File: src/ru_defs_pkg.sv
// remote update engine encoding
package ru_defs_pkg;

	// ======================================================================
	// field widths
	// ======================================================================
	localparam int ctrl_width  = 3;  // user control code
	localparam int param_width = 3;  // engine parameter address
	localparam int word_width  = 32; // engine data bus
	localparam int wdog_width  = 8;  // kick counter, msb is the kick

	typedef logic [ctrl_width-1:0]  ru_ctrl_t;
	typedef logic [param_width-1:0] ru_param_t;
	typedef logic [word_width-1:0]  ru_word_t;
	typedef logic [wdog_width-1:0]  wdog_count_t;

	// ======================================================================
	// control codes
	// ======================================================================
	// levels on ru_ctrl
	// read and write fire on the move away from idle
	localparam ru_ctrl_t ctrl_idle     = 3'b000;
	localparam ru_ctrl_t ctrl_read     = 3'b001; // read_param strobe
	localparam ru_ctrl_t ctrl_write    = 3'b010; // write_param strobe
	localparam ru_ctrl_t ctrl_reset    = 3'b100; // engine reset level
	localparam ru_ctrl_t ctrl_abort    = 3'b101; // skip the auto boot
	localparam ru_ctrl_t ctrl_reconfig = 3'b111; // reload from flash

	// 011 and 110 are unused
	// they decode to nothing on the engine side

endpackage

File: src/ru_boot_pkg.sv
// auto boot program
package ru_boot_pkg;

	// ======================================================================
	// sequencer types
	// ======================================================================
	typedef enum logic [2:0] {
		st_init,       // engine held in reset, timeout running
		st_load,       // table entry onto param and data
		st_strobe_hi,  // write code
		st_strobe_lo,  // back to idle so the next write can edge
		st_wait_idle,  // engine busy
		st_done_check, // next step or finish
		st_reconfig,   // terminal
		st_user        // terminal, user owns the port
	} boot_state_t;

	typedef logic [2:0] boot_step_t;

	localparam boot_step_t  boot_last_step       = 3'd3;
	localparam int unsigned boot_timeout_default = 125_000_000; // about 1 s at 125 MHz

	// ======================================================================
	// boot table
	// ======================================================================
	function automatic ru_defs_pkg::ru_param_t boot_param(input boot_step_t step);
		case (step)
			3'd0:    return 3'b101;
			3'd1:    return 3'b100;
			3'd2:    return 3'b010;
			default: return 3'b011; // step 3 and beyond
		endcase
	endfunction

	function automatic ru_defs_pkg::ru_word_t boot_data(input boot_step_t step);
		case (step)
			3'd0:    return 32'h0000_0001;
			3'd1:    return 32'h0200_0000; // image start
			3'd2:    return 32'h0000_1fff; // watchdog timeout
			default: return 32'h0000_0001; // watchdog enable
		endcase
	endfunction

endpackage

File: src/ru_boot_sequencer.sv
// auto boot sequencer
module ru_boot_sequencer #(
	parameter int unsigned boot_timeout_cycles = ru_boot_pkg::boot_timeout_default
) (
	input  logic                   clock_rd2,
	input  logic                   reset_n,
	input  ru_defs_pkg::ru_ctrl_t  ru_ctrl,    // raw user code
	input  logic                   busy_idle,  // from busy monitor
	output ru_defs_pkg::ru_ctrl_t  auto_ctrl,
	output ru_defs_pkg::ru_param_t auto_param,
	output ru_defs_pkg::ru_word_t  auto_data,
	output logic                   user_mode
);
	import ru_defs_pkg::*;
	import ru_boot_pkg::*;

	// wide enough to hold the limit itself
	localparam int unsigned cnt_width = $clog2(boot_timeout_cycles + 1);

	typedef logic [cnt_width-1:0] timeout_cnt_t;

	localparam timeout_cnt_t timeout_limit = timeout_cnt_t'(boot_timeout_cycles);

	boot_state_t  state;
	boot_state_t  state_next;
	timeout_cnt_t timeout_cnt;
	boot_step_t   step;       // table index
	ru_ctrl_t     ctrl_sync1;
	ru_ctrl_t     ctrl_sync2; // abort is looked at here only

	// ======================================================================
	// registers
	// ======================================================================
	always_ff @(posedge clock_rd2) begin
		if (!reset_n) begin
			state       <= st_init;
			timeout_cnt <= '0;
			step        <= '0;
			ctrl_sync1  <= ctrl_idle;
			ctrl_sync2  <= ctrl_idle;
		end else begin
			state      <= state_next;
			ctrl_sync1 <= ru_ctrl;
			ctrl_sync2 <= ctrl_sync1;
			if (state == st_init) begin
				timeout_cnt <= timeout_cnt + 1'b1; // stops once we leave init
			end
			if (state == st_done_check) begin
				step <= step + 1'b1;
			end
		end
	end

	// ======================================================================
	// next state
	// ======================================================================
	always_comb begin
		state_next = state;
		case (state)
			st_init: begin
				if (ctrl_sync2 == ctrl_abort) begin
					state_next = st_user; // abort wins over timeout
				end else if (timeout_cnt >= timeout_limit) begin
					state_next = st_load;
				end
			end
			st_load:      state_next = st_strobe_hi;
			st_strobe_hi: state_next = st_strobe_lo;
			st_strobe_lo: state_next = st_wait_idle;
			st_wait_idle: begin
				if (busy_idle) begin
					state_next = st_done_check;
				end
			end
			st_done_check: begin
				// step still holds the entry just written
				if (step >= boot_last_step) begin
					state_next = st_reconfig;
				end else begin
					state_next = st_load;
				end
			end
			st_reconfig:  state_next = st_reconfig; // until reset
			st_user:      state_next = st_user;     // until reset
			default:      state_next = st_init;
		endcase
	end

	// ======================================================================
	// auto outputs
	// ======================================================================
	always_comb begin
		case (state)
			st_init:      auto_ctrl = ctrl_reset;    // hold engine in reset
			st_strobe_hi: auto_ctrl = ctrl_write;
			st_reconfig:  auto_ctrl = ctrl_reconfig;
			default:      auto_ctrl = ctrl_idle;
		endcase
	end

	// table lookup straight off the step index
	assign auto_param = boot_param(step);
	assign auto_data  = boot_data(step);
	assign user_mode  = (state == st_user);

endmodule

File: src/ru_port_driver.sv
// engine port driver
module ru_port_driver (
	input  logic                   clock_rd2,
	input  logic                   reset_n,
	input  logic                   user_mode,
	input  ru_defs_pkg::ru_ctrl_t  auto_ctrl,
	input  ru_defs_pkg::ru_param_t auto_param,
	input  ru_defs_pkg::ru_word_t  auto_data,
	input  ru_defs_pkg::ru_ctrl_t  ru_ctrl,
	input  ru_defs_pkg::ru_param_t ru_param,
	input  ru_defs_pkg::ru_word_t  ru_data_in,
	output logic                   eng_reset,
	output logic                   eng_reconfig,
	output logic                   eng_read,
	output logic                   eng_write,
	output ru_defs_pkg::ru_param_t eng_param,
	output ru_defs_pkg::ru_word_t  eng_data_in,
	output logic                   eng_wdog_kick
);
	import ru_defs_pkg::*;

	ru_ctrl_t    sel_ctrl;
	ru_param_t   sel_param;
	ru_word_t    sel_data;
	ru_ctrl_t    ctrl_q;    // current code
	ru_ctrl_t    ctrl_last; // code one cycle back, for the edges
	wdog_count_t wdog_cnt;

	// ======================================================================
	// mode mux
	// ======================================================================
	assign sel_ctrl  = user_mode ? ru_ctrl    : auto_ctrl;
	assign sel_param = user_mode ? ru_param   : auto_param;
	assign sel_data  = user_mode ? ru_data_in : auto_data;

	// param and data one cycle ahead of the strobe
	always_ff @(posedge clock_rd2) begin
		if (!reset_n) begin
			ctrl_q      <= ctrl_idle;
			ctrl_last   <= ctrl_idle;
			eng_param   <= '0;
			eng_data_in <= '0;
		end else begin
			ctrl_q      <= sel_ctrl;
			ctrl_last   <= ctrl_q;
			eng_param   <= sel_param;
			eng_data_in <= sel_data;
		end
	end

	// ======================================================================
	// decode
	// ======================================================================
	always_ff @(posedge clock_rd2) begin
		if (!reset_n) begin
			eng_reset    <= 1'b0;
			eng_reconfig <= 1'b0;
			eng_read     <= 1'b0;
			eng_write    <= 1'b0;
		end else begin
			eng_reset    <= (ctrl_q == ctrl_reset);    // level, active high
			eng_reconfig <= (ctrl_q == ctrl_reconfig); // level
			// idle to read or write only, so a held code strobes once
			eng_read     <= (ctrl_q == ctrl_read) && (ctrl_last == ctrl_idle);
			eng_write    <= (ctrl_q == ctrl_write) && (ctrl_last == ctrl_idle);
		end
	end

	// watchdog kick, free running
	always_ff @(posedge clock_rd2) begin
		if (!reset_n) begin
			wdog_cnt <= '0;
		end else begin
			wdog_cnt <= wdog_cnt + 1'b1;
		end
	end

	assign eng_wdog_kick = wdog_cnt[wdog_width-1]; // toggles every 128 cycles

endmodule

File: src/ru_busy_monitor.sv
// engine busy monitor
module ru_busy_monitor (
	input  logic                  clock_rd2,
	input  logic                  reset_n,
	input  logic                  eng_busy,     // from engine, treated as async
	input  ru_defs_pkg::ru_word_t eng_data_out,
	output logic                  busy_idle,
	output ru_defs_pkg::ru_word_t ru_data_out
);

	logic [2:0] busy_hist; // [0] is the sync stage, [2] the oldest
	logic       busy_fall;

	// ======================================================================
	// busy history
	// ======================================================================
	always_ff @(posedge clock_rd2) begin
		if (!reset_n) begin
			busy_hist <= '0;
		end else begin
			busy_hist <= {busy_hist[1:0], eng_busy};
		end
	end

	// only the two settled samples count
	assign busy_idle = (busy_hist[2:1] == 2'b00);
	assign busy_fall = (busy_hist[2:1] == 2'b10); // was high, now low

	// ======================================================================
	// read data capture
	// ======================================================================
	// engine data is valid once busy drops
	// held until the next read finishes
	always_ff @(posedge clock_rd2) begin
		if (!reset_n) begin
			ru_data_out <= '0;
		end else if (busy_fall) begin
			ru_data_out <= eng_data_out;
		end
	end

endmodule

File: src/remote_update_ctrl.sv
// remote update controller
module remote_update_ctrl #(
	parameter int unsigned boot_timeout_cycles = ru_boot_pkg::boot_timeout_default
) (
	input  logic                   clock_rd2,
	input  logic                   reset_n,
	// user side
	input  ru_defs_pkg::ru_ctrl_t  ru_ctrl,
	input  ru_defs_pkg::ru_param_t ru_param,
	input  ru_defs_pkg::ru_word_t  ru_data_in,
	output ru_defs_pkg::ru_word_t  ru_data_out,
	// engine side
	output logic                   eng_reset,
	output logic                   eng_reconfig,
	output logic                   eng_read,
	output logic                   eng_write,
	output logic                   eng_wdog_kick,
	output ru_defs_pkg::ru_param_t eng_param,
	output ru_defs_pkg::ru_word_t  eng_data_in,
	input  logic                   eng_busy,
	input  ru_defs_pkg::ru_word_t  eng_data_out
);
	import ru_defs_pkg::*;

	ru_ctrl_t  auto_ctrl;
	ru_param_t auto_param;
	ru_word_t  auto_data;
	logic      user_mode;
	logic      busy_idle; // monitor back to sequencer

	// ======================================================================
	// boot sequencer
	// ======================================================================
	ru_boot_sequencer #(
		.boot_timeout_cycles (boot_timeout_cycles)
	) u_boot_sequencer (
		.clock_rd2  (clock_rd2),
		.reset_n    (reset_n),
		.ru_ctrl    (ru_ctrl),
		.busy_idle  (busy_idle),
		.auto_ctrl  (auto_ctrl),
		.auto_param (auto_param),
		.auto_data  (auto_data),
		.user_mode  (user_mode)
	);

	// ======================================================================
	// engine port
	// ======================================================================
	ru_port_driver u_port_driver (
		.clock_rd2     (clock_rd2),
		.reset_n       (reset_n),
		.user_mode     (user_mode),
		.auto_ctrl     (auto_ctrl),
		.auto_param    (auto_param),
		.auto_data     (auto_data),
		.ru_ctrl       (ru_ctrl),     // same raw input the sequencer syncs
		.ru_param      (ru_param),
		.ru_data_in    (ru_data_in),
		.eng_reset     (eng_reset),
		.eng_reconfig  (eng_reconfig),
		.eng_read      (eng_read),
		.eng_write     (eng_write),
		.eng_param     (eng_param),
		.eng_data_in   (eng_data_in),
		.eng_wdog_kick (eng_wdog_kick)
	);

	// busy and read data back from the engine
	ru_busy_monitor u_busy_monitor (
		.clock_rd2    (clock_rd2),
		.reset_n      (reset_n),
		.eng_busy     (eng_busy),
		.eng_data_out (eng_data_out),
		.busy_idle    (busy_idle),
		.ru_data_out  (ru_data_out)
	);

endmodule

File: config.mk
export PLATFORM = sky130hd
export DESIGN_NAME = remote_update_ctrl
export DESIGN_NICKNAME = d
export VERILOG_FILES = /design/src/ru_defs_pkg.sv /design/src/ru_boot_pkg.sv /design/src/ru_boot_sequencer.sv /design/src/ru_port_driver.sv /design/src/ru_busy_monitor.sv /design/src/remote_update_ctrl.sv
export SDC_FILE = /design/constraint.sdc
export NUM_CORES = 1
export LEC_CHECK = 0
export ABC_CLOCK_PERIOD_IN_PS = 3220
export BUFFER_PORTS_ARGS = -buffer_cell sky130_fd_sc_hd__buf_2
export CAP_MARGIN = 0
export CORE_ASPECT_RATIO = 1.75
export CORE_MARGIN = 2
export CORE_UTILIZATION = 30
export DETAILED_ROUTE_END_ITERATION = 10
export REMOVE_ABC_BUFFERS = 1
export SYNTH_ARGS = -nofsm -noshare
export SYNTH_HDL_FRONTEND = slang
export SYNTH_SLANG_ARGS = --single-unit
File: constraint.sdc
create_clock -name clock_rd2 -period 3.22 [get_ports clock_rd2]
set_input_delay 0.161 -clock clock_rd2 [delete_from_list [all_inputs] [get_ports clock_rd2]]
set_output_delay 0.161 -clock clock_rd2 [all_outputs]
set_load 0.01 [all_outputs]
==> results.py, run 1 <==
metrics = {
    "detailed_routing": {
        "drc": 0,
        "final_antenna_net_count": 0,
        "drtIter0Drc": 200,
        "detail_route.wl_per_cell_um": 13.45,
        "vias": 4421,
        "wl_um": 12320,
        "drtPass1Iterations": 4,
        "via_per_inst": 4.826,
    },
    "critical_path": {
        "worstSetupPathType": "reg2reg",
        "crit_arrival_ns": 2.62,
        "cp-end-kind": "flip-flop",
        "crit_family": "simple AND/OR/NAND/NOR gates",
        "worstPathMaxFanout": 17,
        "r2r_slack_ns": 0.93,
        "cpMaxStageDelayCell": "or4_2",
        "path_cells": "nor3_4, nand4_2, or4_2, a21oi_1",
        "max_stage_delay_ns": 0.74,
        "required_ns": 3.55,
        "worst-path-buf-inv": 0,
        "start_kind": "flip-flop",
    },
    "timing": {
        "worst_slew_pin_slew_ns": 1.234,
        "fin_skew_ns": 0.008254,
        "hold_viol": 0,
        "period_needed_ns": 2.291,
        "finalCritPeriodShare_pct": 71.14,
        "finalSetupViolations": 0,
        "fin_setup_tns_ns": 0,
        "slew_headroom_pct": 17.39,
        "fmax_ghz": 0.4365,
        "drv_slew": 0,
        "rsz0062_at_grt": "false",
    },
    "synth": {
        "syn_inst": 519,
        "synth-main-ff-cell": "dfxtp_1",
        "synth_async_sr_flop_share_pct": 0,
        "synth_edf_count": 0,
        "synth_area_um2": 4720,
        "yosys_warnings": 0,
        "ys_seq_elements": 127,
        "seq_area_frac_synth_pct": 53.87,
        "synth.avg_cell_area_um2": 9.093,
        "ys_types": 46,
    },
    "die": {
        "die_h_um": 169.9,
        "num_rows": 60,
        "die_w_um": 98.82,
        "initial_core_util_pct": 30.67,
        "die_area_um2": 16790,
        "io_pins": 145,
        "core-area_um2": 15390,
    },
    "global_route": {
        "grt.overflow.total": 0,
        "grt_antenna_before_repair": 0,
        "grt_start_max_net_pins": 76,
        "grt.total_usage_pct": 14.48,
        "grt_pass1_wl_um": 19830,
        "grt_pass1_vias": 4272,
    },
    "power": {
        "power_mw": 3.660,
        "leakage_nw": 3.070,
        "powerDensity_nw_per_um2": 538.0,
        "vdd_drop_max_uv": 276.9,
    },
    "clock_tree": {
        "cts_tree": "built",
        "max-clock-path-buffers": 2,
        "clk_latency_ns": 0.41,
        "cts_setup_buffers": 0,
        "cts_buffers": 17,
        "cts_resized": 0,
        "htree_levels": 4,
        "clkTransAtPathRegs_ns": 0.06,
        "cts.hold.buffers_added": 64,
        "clock-sinks": 127,
        "ctsRootBufferMaster": "clkbuf_16",
    },
    "cells_and_area": {
        "stdcell_count": 916,
        "regArea_um2": 2542,
        "fillers": 1424,
        "fin_util_pct": 44.20,
        "layout.nets": 799,
        "multi_input_area_um2": 2001,
        "synthToLayoutAreaGrowth_pct": 44.11,
        "antenna_cells": 0,
        "layout-drive-gt1-share_pct": 26.03,
    },
    "placed_design": {
        "io_buffers": 144,
        "gp_congestion": 0.8381,
        "dp.cells": 820,
        "dp_hpwl_um": 8200,
    },
    "status": {
        "status": "completed",
    },
    "min_path": {
        "hold_class": "in2reg",
    },
    "job": {
        "cap_violations": 0,
    },
}
[sequential cells by signal, indices dropped and copies added (netlist names), 3 cells and up]
| signal | cells |
|---|---|
| u_port_driver.ctrl_last | 3 |
| u_boot_sequencer.ctrl_sync2 | 3 |
| u_boot_sequencer.ctrl_sync1 | 3 |
| u_boot_sequencer.step | 3 |
| u_port_driver.eng_param | 3 |
| u_busy_monitor.ru_data_out | 32 |
| u_boot_sequencer.timeout_cnt | 27 |
| u_port_driver.eng_data_in | 32 |
| u_port_driver.wdog_cnt | 8 |
| u_boot_sequencer.state | 3 |
| u_busy_monitor.busy_hist | 3 |
| u_port_driver.ctrl_q | 3 |
[worst reg2reg max path: cells and delay by family, from the launching register on]
family	cells	cell delay, ns
flops	1	0.44
simple gates	3	1.62
compound gates	1	0.15
[cells in the final DEF, fill, tap and decap left out, types with 4 or more instances in the layout]
cell,count
buf_2,144
dfxtp_1,127
nand2_1,85
dlygate4sd3_1,65
a21oi_1,56
nor2_1,29
and3_1,27
clkbuf_16,17
nand3_1,16
and2_1,14
o31ai_1,12
a21o_1,12
inv_1,11
or4_1,11
xor2_1,11
o21ai_0,10
ha_1,8
or3_1,7
xnor2_1,5
nand4_1,5
nor3_1,4
clkinvlp_4,4
buf_4,4
[area by class of cell]
cell class | count | share of cell area (%)
Clock buffer | 18 | 6.457
Clock inverter | 13 | 2.060
Inverter | 12 | 0.6623
Multi-Input combinational cell | 347 | 29.42
Sequential cell | 127 | 37.38
Tap cell | 186 | 3.422
Timing Repair Buffer | 213 | 20.60
[cells in the mapped netlist (all sizes together) (3+ instances only)]
cell type / n / area share, %
dfxtp: 127 / 54
nand2: 85 / 6.8
a21oi: 56 / 5.9
nor2: 29 / 2.3
and3: 27 / 3.6
clkbuf: 26 / 2.1
nand3: 16 / 1.7
and2: 14 / 1.9
or4: 13 / 2.1
a21o: 12 / 1.9
inv: 12 / 0.95
o31ai: 12 / 1.9
xor2: 11 / 2.0
o21ai: 10 / 1.1
ha: 8 / 2.1
buf: 7 / 0.74
nand4: 7 / 1.2
or3: 7 / 0.93
nor3: 5 / 0.77
xnor2: 5 / 0.93
a211oi: 3 / 0.48
a31oi: 3 / 0.40
nand2b: 3 / 0.40
nor3b: 3 / 0.48
nor4: 3 / 0.40
[worst paths after layout]
path	endpoint	startpoint	depth (start not counted)
max	u_boot_sequencer.timeout_cnt[15]	u_boot_sequencer.state[2]	4
min	u_boot_sequencer.ctrl_sync1[0]	ru_ctrl[0]	3
min reg2reg	u_busy_monitor.busy_hist[1]	u_busy_monitor.busy_hist[0]	1
max reg2reg	u_boot_sequencer.timeout_cnt[15]	u_boot_sequencer.state[2]	4
[kinds of logic after synthesis]
family | count (synthesis) | synth area share (%)
fa+ha+maj | 8 | 2.121
flops | 127 | 53.87
mux | 1 | 0.2121
xor+xnor | 16 | 2.969
simple gates | 221 | 24.39
compound gates | 101 | 12.65
buf+inv | 45 | 3.791
[per-layer routing]
| metal | vias to the layer above | track usage [%] | routed length, um |
|---|---|---|---|
| met5 | - | 0 | 0 |
| met4 | 0 | 7.028 | 344 |
| met3 | 24 | 3.943 | 581 |
| met2 | 123 | 27.47 | 6724 |
| met1 | 2082 | 14.14 | 4669 |
| li1 | 2192 | - | - |
[through the flow]
step | hold slack, ns | setup WS, ns | instance area, um^2
2_1_floorplan | 0.2714 | 1.181 | 4586
3_3_place_gp | 0.3563 | 0.9983 | 5572
3_5_place_dp | 0.3599 | 0.9317 | 5572
4_1_cts | 0.001949 | 0.9104 | 6792
5_1_grt | 0.02289 | 0.7305 | 6802
6_report | 0.008643 | 0.9292 | 6802
[power breakdown]
part	total [mW]	switching, mW	leakage, nW	internal (mW)
sequential	1.61	0.0147	1.03	1.60
combinational	0.199	0.0842	1.77	0.115
clock	1.85	0.693	0.274	1.15
No activity file was read; power rests on OpenSTA's default activity.
==> run 2, diff against run 1 <==
ABC_CLOCK_PERIOD_IN_PS = 2400   (was 3220)
clock period = 2.4 ns   (was 3.22 ns; I/O delays follow)
==> run 2 against run 1 <==
Effect of this change: non-clock buffer count is 11 higher; maximum frequency is 12% higher; clock power is 36% higher; count of clock-buffer cells in the layout is 4 higher; sequential power is 34% higher; largest cell class unchanged; combinational power is 39% higher.
==> results.py, run 2 (same netlist as run 1, synthesis figures left out) <==
metrics = {
    "cells_and_area": {
        "final_common_cell": "buf_2",
        "most-common-layout-cells": "144 x buf_2, 127 x dfxtp_1, 85 x nand2_1",
        "stdcell_count": 927,
        "layout.nets": 810,
        "antenna_cells": 0,
        "fin_util_pct": 44.90,
        "layout-drive-gt1-share_pct": 26.32,
        "finalInstanceArea_um2": 6910,
        "fillers": 1412,
        "synthToLayoutAreaGrowth_pct": 46.42,
        "largestRegisters": "u_busy_monitor.ru_data_out x32, u_port_driver.eng_data_in x32, u_boot_sequencer.timeout_cnt x27",
    },
    "status": {
        "status": "completed",
    },
    "timing": {
        "fin_setup_tns_ns": 0,
        "finalCritPeriodShare_pct": 85.24,
        "rsz0062_at_grt": "false",
        "hold_viol": 0,
        "fin_skew_ns": 0.008871,
        "fin_ws_ns": 0.3541,
        "worst_slew_pin_slew_ns": 1.276,
        "drv_slew": 0,
        "fmax_ghz": 0.4888,
        "period_needed_ns": 2.046,
        "slew_headroom_pct": 14.25,
        "worst_hold_slack_ns": 0.04884,
        "finalSetupViolations": 0,
    },
    "clock_tree": {
        "cts.hold.buffers_added": 70,
        "clock-sinks": 127,
        "max-clock-path-buffers": 2,
        "ctsRootBufferMaster": "clkbuf_16",
        "cts_tree": "built",
        "htree_levels": 4,
        "cts_buffers": 17,
        "clkTransAtPathRegs_ns": 0.05,
        "clk_latency_ns": 0.41,
        "cts_setup_buffers": 0,
        "cts_resized": 0,
    },
    "critical_path": {
        "crit_path_end": "u_boot_sequencer.timeout_cnt[26]",
        "required_ns": 2.73,
        "r2r_slack_ns": 0.35,
        "worstPathMaxFanout": 12,
        "ff2ff_path_depth": 5,
        "crit_arrival_ns": 2.38,
        "reg2reg_from": "u_boot_sequencer.state[2]",
        "worstSetupPathType": "reg2reg",
        "critPathLaunch": "u_boot_sequencer.state[2]",
        "start_kind": "flip-flop",
        "timing.rr.end": "u_boot_sequencer.timeout_cnt[26]",
        "cp-end-kind": "flip-flop",
    },
    "placed_design": {
        "io_buffers": 144,
        "preCtsSetupSlack_ns": 0.3624,
        "place_area_um2": 5617,
        "gp_congestion": 0.8164,
        "dp.cells": 826,
        "dp_hpwl_um": 8255,
    },
    "global_route": {
        "grt_pass1_vias": 4441,
        "grt.total_usage_pct": 14.93,
        "grt_start_max_net_pins": 40,
        "grt.overflow.total": 0,
        "grt_antenna_before_repair": 0,
        "grt_pass1_wl_um": 20490,
    },
    "power": {
        "combPwrFrac_pct": 5.6,
        "power_mw": 4.950,
        "clkPwrFrac_pct": 50.7,
        "power.switching_mw": 1.014,
        "p_int_mw": 3.936,
        "p_seq_share_pct": 43.7,
        "swShare_pct": 20.48,
        "vdd_drop_max_uv": 393.9,
        "powerDensity_nw_per_um2": 716.3,
        "leakage_nw": 3.125,
    },
    "min_path": {
        "hold_class": "in2reg",
    },
    "die": {
        "die_area_um2": 16790,
        "core-area_um2": 15390,
        "die_h_um": 169.9,
        "io_pins": 145,
        "initial_core_util_pct": 30.67,
        "die_w_um": 98.82,
        "num_rows": 60,
    },
    "detailed_routing": {
        "via_per_inst": 4.750,
        "drtIter0Drc": 240,
        "final_antenna_net_count": 0,
        "wl_um": 12360,
        "drc": 0,
        "vias": 4403,
        "detail_route.wl_per_cell_um": 13.33,
        "drtPass1Iterations": 4,
    },
    "job": {
        "cap_violations": 0,
    },
}
run 2: cell count changes in the layout (fill, tap and decap cells not counted), sizes merged:
| cell | delta |
|---|---|
| clkinv | -3 |
| clkbuf | +4 |
| dlygate4sd3 | +5 |
| inv | -1 |
| buf | +6 |
run 2: how the worst min path moves through the flow:
stage	start	endpoint	cells after the start
floorplan	ru_data_in[10]	u_port_driver.eng_data_in[10]	1
global placement	ru_data_in[8]	u_port_driver.eng_data_in[8]	2
detailed placement	ru_data_in[8]	u_port_driver.eng_data_in[8]	2
CTS	ru_data_in[25]	u_port_driver.eng_data_in[25]	4
global route	reset_n	u_busy_monitor.busy_hist[0]	2
finish	ru_data_in[25]	u_port_driver.eng_data_in[25]	4
run 2: metal layers:
metal	global-route usage, %	vias up	share of wire, %
met3	4.025	31	4.6
met1	15.07	2033	37
met2	27.82	130	55
met4	7.207	0	3.4
met5	0	-	0
li1	-	2209	-
run 2: critical path: stages (launching register included):
cell	delay, ns
dfxtp_1	0.43
nor4b_2	0.47
nand4_1	0.29
buf_4	0.25
nor4_1	0.32
mux2i_1	0.23
run 2: layout make-up:
class                   instances  area, um^2  area share [%]
flip-flops and latches        127        2542           36.79
multi-input cells             347        2001           28.95
repair buffers                224        1496           21.65
clock buffers                  22       484.2           7.007
well taps                     186       232.7           3.368
clock inverters                 9       108.9           1.575
inverters                      12       45.04          0.6518
run 2: power groups by stage:
| stage | logic (mW) | clock network [mW] | registers [mW] |
|---|---|---|---|
| 2_1_floorplan | 0.0714 | 0 | 2.21 |
| 4_1_cts | 0.277 | 2.57 | 2.16 |
| 5_1_grt | 0.304 | 2.68 | 2.17 |
| 3_3_place_gp | 0.182 | 0 | 2.21 |
| 6_report | 0.277 | 2.51 | 2.16 |
| 3_5_place_dp | 0.186 | 0 | 2.21 |
==> run 3, diff against run 2 <==
CORE_UTILIZATION = 51   (was 30)
PLACE_DENSITY = 0.79   (was default)
==> run 3 against run 2 <==
Effect of this change: count of clock-buffer cells in the layout is 3 lower; critical path type unchanged; cell count is 7.2% lower; maximum frequency is 0.38% lower; largest cell class unchanged; non-clock buffer count is 2 lower; die area is 40% lower; via count is 7.8% higher; sequential share of layout area is 0.55 points higher; global-route usage is 15 points higher; flip-flop and latch count stayed put; register-to-register slack hardly changed.
==> results.py, run 3 (same netlist as run 1, synthesis figures left out) <==
metrics = {
    "cells_and_area": {
        "finalInstanceArea_um2": 6809,
        "regArea_um2": 2542,
        "layout-drive-gt1-share_pct": 26.49,
        "most-common-layout-cells": "144 x buf_2, 127 x dfxtp_1, 85 x nand2_1",
        "layout.nets": 808,
        "antenna_cells": 0,
        "multi_input_area_um2": 2001,
        "largestRegisters": "u_busy_monitor.ru_data_out x32, u_port_driver.eng_data_in x32, u_boot_sequencer.timeout_cnt x27",
        "fillers": 559,
        "synthToLayoutAreaGrowth_pct": 44.27,
        "final_common_cell": "buf_2",
    },
    "critical_path": {
        "worstSetupPathType": "reg2reg",
        "reg2reg_from": "u_boot_sequencer.timeout_cnt[3]",
        "worst-path-buf-inv": 0,
        "crit_family": "simple AND/OR/NAND/NOR gates",
        "timing.rr.end": "u_boot_sequencer.timeout_cnt[15]",
        "start_kind": "flip-flop",
        "path_cells": "and4_1, nand4_2, or4_2, a21oi_1",
        "max_stage_delay_ns": 0.73,
        "r2r_slack_ns": 0.35,
        "crit_arrival_ns": 2.40,
        "cp-end-kind": "flip-flop",
        "worstPathMaxFanout": 17,
        "required_ns": 2.74,
        "ff2ff_path_depth": 4,
        "cpMaxStageDelayCell": "or4_2",
    },
    "global_route": {
        "grt_start_max_net_pins": 59,
        "grt.overflow.total": 0,
        "grt_pass1_vias": 4743,
        "grt_pass1_wl_um": 23760,
        "grt_antenna_before_repair": 0,
        "grt.total_usage_pct": 30.02,
    },
    "timing": {
        "fin_setup_tns_ns": 0,
        "finalSetupViolations": 0,
        "slew_headroom_pct": 12.88,
        "fin_skew_ns": 0.005088,
        "worst_slew_pin_slew_ns": 1.297,
        "hold_viol": 0,
        "worst_hold_slack_ns": 0.04927,
        "fmax_ghz": 0.4869,
        "finalCritPeriodShare_pct": 85.57,
        "drv_slew": 0,
        "rsz0062_at_grt": "false",
        "period_needed_ns": 2.054,
        "fin_ws_ns": 0.3463,
    },
    "clock_tree": {
        "htree_levels": 4,
        "max-clock-path-buffers": 2,
        "clock-sinks": 127,
        "ctsRootBufferMaster": "clkbuf_16",
        "cts_resized": 0,
        "cts_setup_buffers": 0,
        "cts_tree": "built",
        "clk_latency_ns": 0.41,
        "cts_buffers": 17,
        "cts.hold.buffers_added": 69,
        "clkTransAtPathRegs_ns": 0.06,
    },
    "job": {
        "cap_violations": 0,
    },
    "die": {
        "initial_core_util_pct": 52.23,
        "die_h_um": 131.3,
        "io_pins": 145,
        "num_rows": 46,
        "die_area_um2": 10070,
        "core-area_um2": 9036,
        "die_w_um": 76.72,
    },
    "power": {
        "vdd_drop_max_uv": 541.1,
        "leakage_nw": 3.113,
        "powerDensity_nw_per_um2": 733.4,
        "power.switching_mw": 1.109,
        "combPwrFrac_pct": 5.8,
        "power_mw": 4.994,
        "clkPwrFrac_pct": 50.8,
        "p_int_mw": 3.885,
        "swShare_pct": 22.20,
        "p_seq_share_pct": 43.4,
    },
    "placed_design": {
        "dp_hpwl_um": 7632,
        "preCtsSetupSlack_ns": 0.3670,
        "io_buffers": 144,
        "gp_congestion": 0.9202,
        "place_area_um2": 5527,
    },
    "detailed_routing": {
        "via_per_inst": 5.521,
        "met2_length_um": 8376,
        "drtPass1Iterations": 5,
        "drtIter0Drc": 352,
        "topRoutingLayerUsed": "met4",
        "m1WireLength_um": 5298,
        "vias": 4748,
        "wl_met3_um": 704,
        "wl_um": 14990,
        "drc": 0,
        "detail_route.wl_per_cell_um": 17.43,
        "final_antenna_net_count": 0,
    },
    "status": {
        "status": "completed",
    },
    "min_path": {
        "hp-start": "ru_param[0]",
        "whs_path_depth": 3,
        "hold_class": "in2reg",
        "holdPathEnd": "u_port_driver.eng_param[0]",
    },
}
[run 3: changes by cell type in the layout (fill, tap and decap cells not counted), sizes merged]
cell         before  now
inv              12   13
buf             154  153
clkbuf           22   19
clkinvlp          4    5
clkinv            3    5
dlygate4sd3      70   69
[run 3: how the worst max path moves through the flow]
stage / startpoint / endpoint / slack [ns] / depth (start not counted)
final: u_boot_sequencer.timeout_cnt[3] / u_boot_sequencer.timeout_cnt[15] / 0.35 / 4
after global routing: u_boot_sequencer.timeout_cnt[3] / u_boot_sequencer.timeout_cnt[15] / 0.14 / 4
after CTS: u_boot_sequencer.timeout_cnt[3] / u_boot_sequencer.timeout_cnt[15] / 0.35 / 4
after detailed placement: u_boot_sequencer.timeout_cnt[3] / u_boot_sequencer.timeout_cnt[15] / 0.37 / 4
after global placement: u_boot_sequencer.timeout_cnt[3] / u_boot_sequencer.timeout_cnt[15] / 0.44 / 4
after floorplan: u_boot_sequencer.state[2] / u_boot_sequencer.timeout_cnt[18] / 0.37 / 4
[run 3: final cells by class]
cell class,instances,area share (%)
clock buffer,19,6.652
clock inverter,13,2.040
inverter,12,0.6615
multi-input combinational,347,29.38
sequential,127,37.34
tap,120,2.205
timing repair buffer,222,21.72
[run 3: metal layers]
layer	vias up	track usage, %
met1	2283	30.11
met2	201	56.04
li1	2212	-
met3	52	8.310
met4	0	13.54
met5	-	0
[run 3: power by group through the flow]
stage          registers, mW  clock network, mW  logic [mW]
3_5_place_dp            2.21                  0       0.183
2_1_floorplan           2.21                  0      0.0714
6_report                2.17               2.54       0.291
5_1_grt                 2.17               2.64       0.312
3_3_place_gp            2.21                  0       0.176
4_1_cts                 2.16               2.53       0.274
[run 3: through the flow]
step,instances,util [%]
6_report,860,75.35
5_1_grt,860,75.35
4_1_cts,860,75.35
3_5_place_dp,759,61.16
3_3_place_gp,759,61.16
2_1_floorplan,486,-
[run 3: worst min-delay path, stage by stage]
cell and delay (ns):
buf_2 0.10, nor2_1 0.12, nor3_1 0.07
